<file path="src/common/ice_params.svh">
`ifndef ICE_PARAMS_SVH
`define ICE_PARAMS_SVH

// Data path widths
`define ICE_BYTE_W 8
`define ICE_PARAM_W 24

// Built-in firmware version
`define ICE_VER_MAJOR 8'h00
`define ICE_VER_MINOR 8'h04

// Command codes, ASCII
`define ICE_CMD_VER "v"
`define ICE_CMD_QI2C "I"
`define ICE_CMD_SI2C "i"
`define ICE_CMD_QGPIO "G"
`define ICE_CMD_SGPIO "g"

// Parameter selectors following the command header
`define ICE_SEL_SPEED "c"
`define ICE_SEL_ADDR "a"
`define ICE_SEL_LEVEL "l"
`define ICE_SEL_DIR "d"

`define ICE_REPLY_ACK "A"
`define ICE_REPLY_NAK "N"

`define ICE_I2C_SPEED_RST 8'd99
`define ICE_I2C_ADDR_RST 16'hFFFF

// Queue depth must be a power of two
`define ICE_QUEUE_DEPTH 16
`define ICE_MAX_REPLY 5

`endif

</file>
<file path="src/common/ice_pkg.sv">
`include "ice_params.svh"

package ice_pkg;

	// Decoder FSM states
	typedef enum logic [3:0] {
		ST_IDLE,
		ST_GET_EID,
		ST_SKIP_LEN,
		ST_GET_VER,
		ST_CHK_VER,
		ST_GET_SEL,
		ST_GET_DATA,
		ST_SEND_ACK,
		ST_SEND_NAK,
		ST_SEND_EID,
		ST_SEND_MAJ,
		ST_SEND_MIN,
		ST_SEND_VAL
	} cmd_state_e;

	typedef enum logic [2:0] {
		I2C_SPEED,
		I2C_ADDR,
		GPIO_LEVEL,
		GPIO_DIR,
		NONE
	} param_id_e;

	// One input byte plus the framing strobes
	typedef struct packed {
		logic [`ICE_BYTE_W-1:0] data;
		logic data_valid;
		logic frame_valid;
	} frame_in_t;

	// Last marks the final byte of a reply frame
	typedef struct packed {
		logic [`ICE_BYTE_W-1:0] data;
		logic last;
	} reply_byte_t;

	typedef struct packed {
		param_id_e id;
		logic shift_en;
		logic commit;
		logic [`ICE_BYTE_W-1:0] wdata;
	} param_req_t;

	typedef struct packed {
		logic [`ICE_BYTE_W-1:0] speed;
		logic [2*`ICE_BYTE_W-1:0] addr;
	} i2c_cfg_t;

	typedef struct packed {
		logic [`ICE_PARAM_W-1:0] level;
		logic [`ICE_PARAM_W-1:0] direction;
	} gpio_cfg_t;

	// Number of bytes a parameter occupies on the wire
	function automatic logic [1:0] param_bytes(param_id_e id);
		case (id)
			I2C_SPEED: param_bytes = 2'd1;
			I2C_ADDR: param_bytes = 2'd2;
			GPIO_LEVEL, GPIO_DIR: param_bytes = 2'd3;
			default: param_bytes = 2'd0;
		endcase
	endfunction

endpackage

</file>
<file path="src/cmd/cmd_decoder.sv">
`include "ice_params.svh"

module cmd_decoder (
	input logic clk,
	input logic rst,
	input ice_pkg::frame_in_t frame_in,
	input logic [`ICE_PARAM_W-1:0] rd_value,
	input logic [$clog2(`ICE_QUEUE_DEPTH):0] free_slots,
	output ice_pkg::param_req_t param_req,
	output logic push,
	output ice_pkg::reply_byte_t push_byte
);
	localparam int CNT_W = $clog2(`ICE_QUEUE_DEPTH) + 1;

	ice_pkg::cmd_state_e state, state_nxt;
	ice_pkg::param_id_e sel_id, sel_dec;
	logic fv_q;
	logic [1:0] cnt;
	logic nak_q;
	logic [`ICE_BYTE_W-1:0] cmd_q, eid_q;
	logic [2*`ICE_BYTE_W-1:0] ver_in;
	logic frame_start, code_known, is_ver, is_query, is_gpio, ver_ok;

	// New frames only when a worst-case reply is sure to fit
	assign frame_start = frame_in.frame_valid && !fv_q
		&& (free_slots >= CNT_W'(`ICE_MAX_REPLY));
	assign code_known = (frame_in.data == `ICE_CMD_VER) || (frame_in.data == `ICE_CMD_QI2C)
		|| (frame_in.data == `ICE_CMD_SI2C) || (frame_in.data == `ICE_CMD_QGPIO)
		|| (frame_in.data == `ICE_CMD_SGPIO);
	assign is_ver = (cmd_q == `ICE_CMD_VER);
	assign is_query = (cmd_q == `ICE_CMD_QI2C) || (cmd_q == `ICE_CMD_QGPIO);
	assign is_gpio = (cmd_q == `ICE_CMD_QGPIO) || (cmd_q == `ICE_CMD_SGPIO);
	assign ver_ok = (ver_in == {`ICE_VER_MAJOR, `ICE_VER_MINOR});

	// Selector meaning depends on the command group
	always_comb begin
		sel_dec = ice_pkg::NONE;
		if (is_gpio) begin
			if (frame_in.data == `ICE_SEL_LEVEL)
				sel_dec = ice_pkg::GPIO_LEVEL;
			else if (frame_in.data == `ICE_SEL_DIR)
				sel_dec = ice_pkg::GPIO_DIR;
		end else begin
			if (frame_in.data == `ICE_SEL_SPEED)
				sel_dec = ice_pkg::I2C_SPEED;
			else if (frame_in.data == `ICE_SEL_ADDR)
				sel_dec = ice_pkg::I2C_ADDR;
		end
	end

	always_comb begin
		state_nxt = state;
		push = 1'b0;
		push_byte = '0;
		param_req.id = sel_id;
		param_req.shift_en = 1'b0;
		param_req.commit = 1'b0;
		param_req.wdata = frame_in.data;
		case (state)
			ice_pkg::ST_IDLE: begin
				if (frame_start && code_known)
					state_nxt = ice_pkg::ST_GET_EID;
			end
			ice_pkg::ST_GET_EID: begin
				if (frame_in.data_valid)
					state_nxt = ice_pkg::ST_SKIP_LEN;
			end
			ice_pkg::ST_SKIP_LEN: begin
				if (frame_in.data_valid)
					state_nxt = is_ver ? ice_pkg::ST_GET_VER : ice_pkg::ST_GET_SEL;
			end
			ice_pkg::ST_GET_VER: begin
				if (frame_in.data_valid && cnt == 2'd1)
					state_nxt = ice_pkg::ST_CHK_VER;
			end
			ice_pkg::ST_CHK_VER: begin
				push = 1'b1;
				push_byte.data = ver_ok ? `ICE_REPLY_ACK : `ICE_REPLY_NAK;
				state_nxt = ice_pkg::ST_SEND_EID;
			end
			ice_pkg::ST_GET_SEL: begin
				if (frame_in.data_valid) begin
					if (sel_dec == ice_pkg::NONE)
						state_nxt = ice_pkg::ST_SEND_NAK;
					else if (is_query)
						state_nxt = ice_pkg::ST_SEND_ACK;
					else
						state_nxt = ice_pkg::ST_GET_DATA;
				end
			end
			ice_pkg::ST_GET_DATA: begin
				param_req.shift_en = frame_in.data_valid;
				if (frame_in.data_valid && cnt == 2'd1)
					state_nxt = ice_pkg::ST_SEND_ACK;
			end
			ice_pkg::ST_SEND_ACK: begin
				// A set commits together with its ACK
				param_req.commit = !is_query;
				push = 1'b1;
				push_byte.data = `ICE_REPLY_ACK;
				state_nxt = ice_pkg::ST_SEND_EID;
			end
			ice_pkg::ST_SEND_NAK: begin
				push = 1'b1;
				push_byte.data = `ICE_REPLY_NAK;
				state_nxt = ice_pkg::ST_SEND_EID;
			end
			ice_pkg::ST_SEND_EID: begin
				push = 1'b1;
				push_byte.data = eid_q;
				if (is_ver && nak_q) begin
					state_nxt = ice_pkg::ST_SEND_MAJ;
				end else if (is_query && !nak_q) begin
					state_nxt = ice_pkg::ST_SEND_VAL;
				end else begin
					push_byte.last = 1'b1;
					state_nxt = ice_pkg::ST_IDLE;
				end
			end
			ice_pkg::ST_SEND_MAJ: begin
				push = 1'b1;
				push_byte.data = `ICE_VER_MAJOR;
				state_nxt = ice_pkg::ST_SEND_MIN;
			end
			ice_pkg::ST_SEND_MIN: begin
				push = 1'b1;
				push_byte.data = `ICE_VER_MINOR;
				push_byte.last = 1'b1;
				state_nxt = ice_pkg::ST_IDLE;
			end
			ice_pkg::ST_SEND_VAL: begin
				// Most significant byte first, cnt bytes remain
				push = 1'b1;
				push_byte.data = rd_value[cnt*`ICE_BYTE_W-1 -: `ICE_BYTE_W];
				push_byte.last = (cnt == 2'd1);
				if (cnt == 2'd1)
					state_nxt = ice_pkg::ST_IDLE;
			end
			default: state_nxt = ice_pkg::ST_IDLE;
		endcase
	end

	always_ff @(posedge clk) begin
		if (rst) begin
			state <= ice_pkg::ST_IDLE;
			fv_q <= 1'b0;
			cnt <= '0;
			nak_q <= 1'b0;
			sel_id <= ice_pkg::NONE;
		end else begin
			state <= state_nxt;
			fv_q <= frame_in.frame_valid;
			if (state == ice_pkg::ST_SKIP_LEN && frame_in.data_valid)
				cnt <= 2'd2;
			else if (state == ice_pkg::ST_GET_SEL && frame_in.data_valid)
				cnt <= ice_pkg::param_bytes(sel_dec);
			else if ((state == ice_pkg::ST_GET_VER || state == ice_pkg::ST_GET_DATA)
				&& frame_in.data_valid)
				cnt <= cnt - 2'd1;
			else if (state == ice_pkg::ST_SEND_VAL)
				cnt <= cnt - 2'd1;
			if (state == ice_pkg::ST_CHK_VER)
				nak_q <= !ver_ok;
			else if (state == ice_pkg::ST_GET_SEL && frame_in.data_valid)
				nak_q <= (sel_dec == ice_pkg::NONE);
			if (state == ice_pkg::ST_GET_SEL && frame_in.data_valid)
				sel_id <= sel_dec;
		end
	end

	always_ff @(posedge clk) begin
		if (state == ice_pkg::ST_IDLE && frame_start)
			cmd_q <= frame_in.data;
		if (state == ice_pkg::ST_GET_EID && frame_in.data_valid)
			eid_q <= frame_in.data;
		if (state == ice_pkg::ST_GET_VER && frame_in.data_valid)
			ver_in <= {ver_in[`ICE_BYTE_W-1:0], frame_in.data};
	end

endmodule

</file>
<file path="src/cmd/param_regs.sv">
`include "ice_params.svh"

module param_regs (
	input logic clk,
	input logic rst,
	input ice_pkg::param_req_t param_req,
	output logic [`ICE_PARAM_W-1:0] rd_value,
	output ice_pkg::i2c_cfg_t i2c_cfg,
	output ice_pkg::gpio_cfg_t gpio_cfg
);
	localparam int ADDR_W = 2 * `ICE_BYTE_W;

	// Shadow copies collect bytes until the whole value is in
	logic [`ICE_BYTE_W-1:0] speed_sh;
	logic [ADDR_W-1:0] addr_sh;
	logic [`ICE_PARAM_W-1:0] level_sh;
	logic [`ICE_PARAM_W-1:0] dir_sh;

	always_ff @(posedge clk) begin
		if (param_req.shift_en) begin
			case (param_req.id)
				ice_pkg::I2C_SPEED: begin
					speed_sh <= param_req.wdata;
				end
				ice_pkg::I2C_ADDR: begin
					addr_sh <= {addr_sh[ADDR_W-`ICE_BYTE_W-1:0], param_req.wdata};
				end
				ice_pkg::GPIO_LEVEL: begin
					level_sh <= {level_sh[`ICE_PARAM_W-`ICE_BYTE_W-1:0], param_req.wdata};
				end
				ice_pkg::GPIO_DIR: begin
					dir_sh <= {dir_sh[`ICE_PARAM_W-`ICE_BYTE_W-1:0], param_req.wdata};
				end
				default: ;
			endcase
		end
	end

	// Live registers change only on commit
	always_ff @(posedge clk) begin
		if (rst) begin
			i2c_cfg.speed <= `ICE_I2C_SPEED_RST;
			i2c_cfg.addr <= `ICE_I2C_ADDR_RST;
			gpio_cfg.level <= '0;
			gpio_cfg.direction <= '0;
		end else if (param_req.commit) begin
			case (param_req.id)
				ice_pkg::I2C_SPEED: i2c_cfg.speed <= speed_sh;
				ice_pkg::I2C_ADDR: i2c_cfg.addr <= addr_sh;
				ice_pkg::GPIO_LEVEL: gpio_cfg.level <= level_sh;
				ice_pkg::GPIO_DIR: gpio_cfg.direction <= dir_sh;
				default: ;
			endcase
		end
	end

	// Read back the live value, right-aligned
	always_comb begin
		case (param_req.id)
			ice_pkg::I2C_SPEED: begin
				rd_value = {{(`ICE_PARAM_W-`ICE_BYTE_W){1'b0}}, i2c_cfg.speed};
			end
			ice_pkg::I2C_ADDR: begin
				rd_value = {{(`ICE_PARAM_W-ADDR_W){1'b0}}, i2c_cfg.addr};
			end
			ice_pkg::GPIO_LEVEL: begin
				rd_value = gpio_cfg.level;
			end
			ice_pkg::GPIO_DIR: begin
				rd_value = gpio_cfg.direction;
			end
			default: begin
				rd_value = '0;
			end
		endcase
	end

endmodule

</file>
<file path="src/logic/reply_queue.sv">
`include "ice_params.svh"

module reply_queue (
	input logic clk,
	input logic rst,
	input logic push,
	input ice_pkg::reply_byte_t push_byte,
	output logic [$clog2(`ICE_QUEUE_DEPTH):0] free_slots,
	output ice_pkg::reply_byte_t out_byte,
	output logic out_valid,
	input logic out_ready
);
	localparam int PTR_W = $clog2(`ICE_QUEUE_DEPTH);
	localparam int CNT_W = PTR_W + 1;
	localparam logic [CNT_W-1:0] DEPTH = CNT_W'(`ICE_QUEUE_DEPTH);

	ice_pkg::reply_byte_t mem [`ICE_QUEUE_DEPTH];
	logic [PTR_W-1:0] wr_ptr, rd_ptr;
	logic [CNT_W-1:0] count;
	logic do_push, do_pop;

	// A push into a full queue is dropped
	assign do_push = push && (count != DEPTH);
	assign do_pop = out_valid && out_ready;

	// Head entry stays put until it is taken
	assign out_valid = (count != '0);
	assign out_byte = mem[rd_ptr];
	assign free_slots = DEPTH - count;

	always_ff @(posedge clk) begin
		if (do_push)
			mem[wr_ptr] <= push_byte;
	end

	// Pointers wrap on their own since the depth is a power of two
	always_ff @(posedge clk) begin
		if (rst) begin
			wr_ptr <= '0;
			rd_ptr <= '0;
			count <= '0;
		end else begin
			if (do_push)
				wr_ptr <= wr_ptr + 1'b1;
			if (do_pop)
				rd_ptr <= rd_ptr + 1'b1;
			case ({do_push, do_pop})
				2'b10: count <= count + 1'b1;
				2'b01: count <= count - 1'b1;
				default: ;
			endcase
		end
	end

endmodule

</file>
<file path="src/logic/basics_top.sv">
`include "ice_params.svh"

module basics_top (
	input logic clk,
	input logic rst,
	input ice_pkg::frame_in_t frame_in,
	output ice_pkg::reply_byte_t out_byte,
	output logic out_valid,
	input logic out_ready,
	output ice_pkg::i2c_cfg_t i2c_cfg,
	output ice_pkg::gpio_cfg_t gpio_cfg
);
	ice_pkg::param_req_t param_req;
	ice_pkg::reply_byte_t push_byte;
	logic [`ICE_PARAM_W-1:0] rd_value;
	logic [$clog2(`ICE_QUEUE_DEPTH):0] free_slots;
	logic push;

	cmd_decoder cmd_decoder_inst (
		.clk(clk),
		.rst(rst),
		.frame_in(frame_in),
		.rd_value(rd_value),
		.free_slots(free_slots),
		.param_req(param_req),
		.push(push),
		.push_byte(push_byte)
	);

	param_regs param_regs_inst (
		.clk(clk),
		.rst(rst),
		.param_req(param_req),
		.rd_value(rd_value),
		.i2c_cfg(i2c_cfg),
		.gpio_cfg(gpio_cfg)
	);

	// Replies leave through the queue under valid/ready
	reply_queue reply_queue_inst (
		.clk(clk),
		.rst(rst),
		.push(push),
		.push_byte(push_byte),
		.free_slots(free_slots),
		.out_byte(out_byte),
		.out_valid(out_valid),
		.out_ready(out_ready)
	);

endmodule

</file>
<file path="config.mk">
export PLATFORM = sky130hd
export DESIGN_NAME = basics_top
export DESIGN_NICKNAME = d
export VERILOG_FILES = /design/src/common/ice_pkg.sv /design/src/cmd/cmd_decoder.sv /design/src/cmd/param_regs.sv /design/src/logic/reply_queue.sv /design/src/logic/basics_top.sv
export VERILOG_INCLUDE_DIRS = /design/src /design/src/common
export SDC_FILE = /design/constraint.sdc
export NUM_CORES = 1
export LEC_CHECK = 0
export BUFFER_PORTS_ARGS = -buffer_cell sky130_fd_sc_hd__buf_2
export CAP_MARGIN = 20
export CORE_MARGIN = 3
export CORE_UTILIZATION = 51
export DETAILED_ROUTE_END_ITERATION = 16
export PLACE_DENSITY = 0.76
export SLEW_MARGIN = 20
export SYNTH_ARGS = -nofsm -noshare
export SYNTH_HDL_FRONTEND = slang
export SYNTH_SLANG_ARGS = --single-unit
</file>
<file path="constraint.sdc">
create_clock -name clk -period 5.65 [get_ports clk]
set_input_delay 0.2825 -clock clk [delete_from_list [all_inputs] [get_ports clk]]
set_output_delay 0.2825 -clock clk [all_outputs]
set_load 0.02 [all_outputs]
</file>
# Yosys cells after proc, flatten, opt, wreduce, memory -nomap -nowiden
# Memory sizes are Yosys's and may differ from the RTL's. A register that Yosys moved wholly into a read port is not among the register bits.
# Index checks and enable logic that the tools add are counted.
totals:
  mem_bits_ro: 0
  output_inout_bits: 82
  in_bits: 13
  register_bits: 200
  latchBits: 0
  memories: 1
  mem_bits_rw: 144
memory_table:
  columns: ["memory", "depth", "word_bits", "rd", "rd_clocked_by_memory_dff", "write_ports", "line_no", "rtl"]
  rows:
  - ["reply_queue_inst.mem", 16, 9, 1, 1, 1, "reply_queue.sv:17", "ice_pkg::reply_byte_t mem [`ICE_QUEUE_DEPTH];"]
classes:
  addsub: 7
  n_mux: 39
  reduce_logical: 46
  bitwise_logic: 0
  shift: 1
  n_lt_le_gt_ge: 1
  div_mod_pow: 0
  n_mul: 0
  eq_ne: 44
op_table:
  columns: ["cell", "count"]
  rows:
  - ["$eq 8x7->1 const B", 13]
  - ["$pmux 24 s4", 1]
  - ["$mux 4", 13]
  - ["$pmux 8 s6", 1]
  - ["$pmux 4 s10", 1]
  - ["$shiftx 31x33->8", 1]
  - ["$eq 4x4->1 const B", 5]
  - ["$mux 3", 6]
  - ["$eq 16x3->1 const B", 1]
  - ["$eq 4x3->1 const B", 4]
  - ["$reduce_and 2->1", 8]
  - ["$logic_and 1x1->1", 14]
  - ["$eq 3x2->1 const B", 4]
  - ["$mux 1", 10]
  - ["$pmux 5 s2", 1]
  - ["$add 4x1->4 const B", 2]
  - ["$eq 4x2->1 const B", 2]
  - ["$mux 2", 4]
  - ["$ne 2x1->1 const B", 4]
  - ["$logic_or 1x1->1", 7]
  - ["$reduce_and 7->1", 1]
  - ["$reduce_or 7->1", 1]
  - ["$eq 3x1->1 const B", 2]
  - ["$logic_not 3->1", 2]
  - ["other kinds (22)", 30]

# Depth between registers and ports, before layout
logic_depth:
  word_depth: 9
  depth_mapped: 14
  depth_no_buf: 14

# Modules after synthesis
# A second synthesis with hierarchy kept.
unflattened:
  hier_cells: 1041
  area_unflattened_um2: 14830.5
modules_own_cells:
  columns: ["mod", "cells_per_inst", "seq_area_each_um2", "area_each_um2", "instances"]
  rows:
  - ["reply_queue", 325, 4664.5, 6422.4, 1]
  - ["param_regs", 474, 3603.5, 5993.2, 1]
  - ["cmd_decoder", 242, 1181.1, 2414.8, 1]

# Least setup slack after synthesis
# Ideal clock, no wire load.
synth_path:
  path_kind: "register to register"
  from: "register reply_queue_inst.count[0]"
  to: "register reply_queue_inst.count[4]"
  path_stages_with_launch: 15
  slack_ns: 2.539
  required_ns: 5.580
  t_arrival_ns: 3.041
  path_buffers: 1
  path_cell_list: "dfxtp_1 > inv_1 > ha_1 > nor3b_1 > ha_1 > nor2b_1 > clkbuf_1 > ha_1 > inv_1 > fa_1 > nor2b_1 > o21ai_0 > and3_1 > or4_1 > a21oi_1"
synth_via:
  elab_chain_len: 4
  elab_cells_between_ends: 10
  classes_between: "2 x add/sub; 3 x eq/ne; 1 x mux; 4 x reduce/logical"
synth_rtl:
  columns: ["item", "line_no", "rtl"]
  rows:
  - ["start: declaration", "reply_queue.sv:19", "logic [CNT_W-1:0] count;"]
  - ["start signal: assignment", "reply_queue.sv:48", "2'b10: count <= count + 1'b1;"]
  - ["start signal: assignment", "reply_queue.sv:49", "2'b01: count <= count - 1'b1;"]
  - ["$reduce_bool 5->1 *", "reply_queue.sv:27", "assign out_valid = (count != '0);"]
  - ["$logic_and 1x1->1 *", "reply_queue.sv:24", "assign do_pop = out_valid && out_ready;"]
  - ["net reply_queue_inst.do_pop", "reply_queue.sv:20", "logic do_push, do_pop;"]
  - ["$eq 2x1->1 or $eq 2x2->1 (tied branches)", "reply_queue.sv:47", "case ({do_push, do_pop})"]
  - ["$pmux 5 s2 or $reduce_bool 2->1 (tied branches)", null, null]
# The timed path passes the listed nets; every way through them passes the cells marked *.
# A chain may end at the register's enable or synchronous reset.

# Worst setup path after layout
layout_path:
  from: "register reply_queue_inst.count[0]"
  to: "register reply_queue_inst.count[4]"
layout_via:
  elab_chain_len: 4
  elab_cells_between_ends: 10
  classes_between: "2 x add/sub; 3 x eq/ne; 1 x mux; 4 x reduce/logical"
layout_rtl:
  columns: ["item"]
  rows:
  - ["parallel branches: the longest is 4 deep, another holds $sub 5x1->5"]
# Several ways; the timed one is not identified.

==> impl_metrics.env <==
export IMPL_ys_ff_latch=348
export IMPL_p_clk_share_pct=45.0
export IMPL_switching_power_mw=1.09
export IMPL_setup_worst_path_class="flop to flop"
export IMPL_path_buf_inv=2
export IMPL_gp_congestion=0.923
export IMPL_final_common_cell="edfxtp_1"
export IMPL_post_cts_buffers=0
export IMPL_setup_violations=0
export IMPL_drc=0
export IMPL_syn_area_per_cell_um2=14.2
export IMPL_endpoint_kind="flop"
export IMPL_cp_top_family="simple AND/OR/NAND/NOR gates"
export IMPL_fp_coreArea_um2=26400
export IMPL_period_share_pct=60.5
export IMPL_clockRootBuffer="clkbuf_16"
export IMPL_status="finished, final reports clean"
export IMPL_final_cell_mix="248 x edfxtp_1, 124 x nand2_1, 99 x dfxtp_1, 93 x buf_2, 71 x a21oi_1"
export IMPL_grt_first_pass_wirelength_um=51100
export IMPL_cts_path_max_buffers=3
export IMPL_max_cap_violations=0
export IMPL_p_leak_nw=5.14
export IMPL_synth_compound_area_share_pct=9.39
export IMPL_cpMostUsedCell="ha_1"
export IMPL_post_cts_resized=0
export IMPL_port_buffers=94
export IMPL_synth_edf_count=248
export IMPL_grtUsageTotal_pct=23.1
export IMPL_tns_ns=0
export IMPL_rsz0062_at_grt="no"
export IMPL_slew_viol_final=0
export IMPL_hpwlAfterDp_um=21300
export IMPL_seq_area_frac_synth_pct=68.0
export IMPL_grt_pass1_vias=8655
export IMPL_cell_internal_pwr_mw=4.14
export IMPL_htree_levels=2
export IMPL_postCtsHoldBufs=0
export IMPL_grt_overflow_total=0
export IMPL_critical_path_arrival_ns=3.87
export IMPL_cp_depth=13
export IMPL_clk_latency_ns=0.54
export IMPL_hold_violations=0
export IMPL_slowest_delay_ns=0.45
export IMPL_switching_share_pct=20.9
export IMPL_p_seq_share_pct=52.5
export IMPL_slew_headroom_pct=24.5
export IMPL_ff2ff_path_depth=13
export IMPL_area_growth_pct=14.7
export IMPL_num_vias=8733
export IMPL_die_w_um=171
export IMPL_ys_dominant_reg_cell="edfxtp_1"
export IMPL_synth_simple_area_share_pct=9.81
export IMPL_fin_crit_ns=3.42
export IMPL_worst_hold_slack_ns=0.0271
export IMPL_ys_top_cells_by_area="edfxtp_1 54%, dfxtp_1 14%, mux4_2 7.5%"
export IMPL_power_density_nw_per_um2=328
export IMPL_cts_made_buffers=36
export IMPL_crit_required_ns=6.09
export IMPL_antenna_found_initial=0
export IMPL_yosys_warnings=0
export IMPL_ant_nets=0
export IMPL_antenna_cells=0
export IMPL_rows=59
export IMPL_clk_pin_slew_ns=0.06
export IMPL_p_comb_share_pct=2.5
export IMPL_synth_area_um2=13900
export IMPL_routed_wl_um=33600
export IMPL_fin_nets=1104
export IMPL_synth_top_family_by_area="simple AND/OR/NAND/NOR gates"
export IMPL_first_pass_iters=7
export IMPL_worstSetupStartpoint="reply_queue_inst.count[0]$_SDFFE_PP0P_"
export IMPL_grt_max_degree=99
export IMPL_fin_worst_skew_ns=0.0279
export IMPL_synthCells=975
export IMPL_worstMarginPinSlew_ns=1.13
export IMPL_ys_types=68
export IMPL_synth_area_mux_share_pct=8.19
export IMPL_min_delay_start="frame_in[0]"
export IMPL_dieArea_um2=29300
export IMPL_synth_top_area_share_pct=53.6
export IMPL_yosys_area_top_type="edfxtp_1"
export IMPL_vias_per_cell=6.07
export IMPL_cts_tree="yes"
export IMPL_ios=95
export IMPL_syn_num_nets=1004
export IMPL_synthAdderAreaFrac_pct=1.50
export IMPL_initial_core_util_pct=52.6
export IMPL_drt_iter0_drc=1124
export IMPL_max_vdd_ir_drop_v=0.000311
export IMPL_synth_xor_area_share_pct=0.694
export IMPL_nFillCells=1988
export IMPL_cts_sinks=348
export IMPL_cp_max_fo=6
export IMPL_ys_async_sr_fraction_pct=0
export IMPL_dieHeight_um=171
export IMPL_drive_above_1_share_pct=21.8
export IMPL_hold_path_class="primary input to flop"
export IMPL_cp_cell_sequence="inv_1 > ha_1 > nor3b_1 > ha_1 > nor2b_1 > ha_1 > inv_1 > fa_1 > nor2b_1 > o21ai_0 > and3_1 > or4_1 > a21oi_1"
export IMPL_critPathSlowestCell="fa_1"
export IMPL_wl_per_cell_um=23.4
export IMPL_max_freq_mhz=292
export IMPL_r2r_start="reply_queue_inst.count[0]$_SDFFE_PP0P_"
export IMPL_start_kind="flop"
export IMPL_power_mw=5.23
export IMPL_whs_path_depth=2
-- worst register-to-register path, cell delays in order, from the launching register on --
cell and delay, ns:
dfxtp_1 0.42, inv_1 0.11, ha_1 0.23, nor3b_1 0.16
ha_1 0.23, nor2b_1 0.33, ha_1 0.31, inv_1 0.11
fa_1 0.45, nor2b_1 0.15, o21ai_0 0.11, and3_1 0.20
or4_1 0.39, a21oi_1 0.15
-- layout make-up --
type	count	area, um2	area share, %
Clock inverter	17	198	1.24
Timing Repair Buffer	118	657	4.12
Multi-Input combinational cell	551	4150	26.0
Tap cell	335	419	2.63
Clock buffer	49	980	6.15
Sequential cell	348	9450	59.3
Inverter	20	75.1	0.471
-- registers in the layout, summed over array words and instances (netlist names), 5 cells and up, named ones only --
name and flops:
cmd_decoder_inst.eid_q 8, param_regs_inst.speed_sh 8, cmd_decoder_inst.ver_in 16, reply_queue_inst.mem 144
param_regs_inst.i2c_cfg 24, param_regs_inst.gpio_cfg 48, param_regs_inst.dir_sh 24, reply_queue_inst.count 5
param_regs_inst.addr_sh 16, param_regs_inst.level_sh 24, cmd_decoder_inst.cmd_q 8
-- stage by stage --
stage                     std cells  util (%)  cell area [um2]  setup slack, ns
after floorplan                 975         -            13900             2.54
after global placement         1371      55.7            14700             2.29
after detailed placement       1372      55.8            14700             2.23
after CTS                      1438      60.2            15900             2.21
after global routing           1438      60.3            15900             1.95
final                          1438      60.3            15900             2.23
-- power by group through the flow --
| stage | Clock, mW | Sequential [mW] | Combinational [mW] |
|---|---|---|---|
| floorplan | 0 | 2.79 | 0.0941 |
| global route | 2.49 | 2.75 | 0.142 |
| finish | 2.35 | 2.75 | 0.132 |
| detailed placement | 0 | 2.80 | 0.129 |
| global placement | 0 | 2.80 | 0.130 |
| CTS | 2.38 | 2.75 | 0.130 |
-- synthesized netlist by cell type, drive strengths merged, types with 6 or more instances --
| library cell | count |
|---|---|
| nor2b | 30 |
| o21ai | 17 |
| nor2 | 56 |
| xnor2 | 6 |
| mux4 | 46 |
| a22o | 8 |
| clkbuf | 25 |
| dfxtp | 100 |
| a221oi | 11 |
| edfxtp | 248 |
| nand2 | 124 |
| inv | 20 |
| buf | 31 |
| ha | 15 |
| nand4 | 6 |
| nand3 | 10 |
| a21oi | 71 |
| a211o | 26 |
| nand2b | 7 |
| nor3 | 12 |
| mux2i | 9 |
-- final timing paths --
check                                      endpoint  slack [ns]
max          reply_queue_inst.count[4]$_SDFFE_PP0P_        2.23
min                cmd_decoder_inst.fv_q$_SDFF_PP0_        0.03
max reg2reg  reply_queue_inst.count[4]$_SDFFE_PP0P_        2.23
min reg2reg    param_regs_inst.dir_sh[18]$_DFFE_PP_        0.45
-- logic make-up (layout without fill, tap and decap cells) --
logic type,Yosys count,count (layout)
AOI/OAI and AO/OA,186,186
DFF,348,348
xor gates and xnor gates,11,11
and+or+nand+nor,282,282
muxes,56,56
adders and majority gates,16,16
buffers and inverters,76,204
-- layer usage --
| layer | track usage [%] | part of all wire [%] | wire, um |
|---|---|---|---|
| met3 | 4.90 | 8.2 | 2770 |
| met5 | 0 | 0 | 0 |
| met1 | 32.0 | 41 | 13900 |
| met4 | 7.91 | 3.1 | 1040 |
| met2 | 36.9 | 47 | 15900 |
Power figures use the tool's default switching activity.
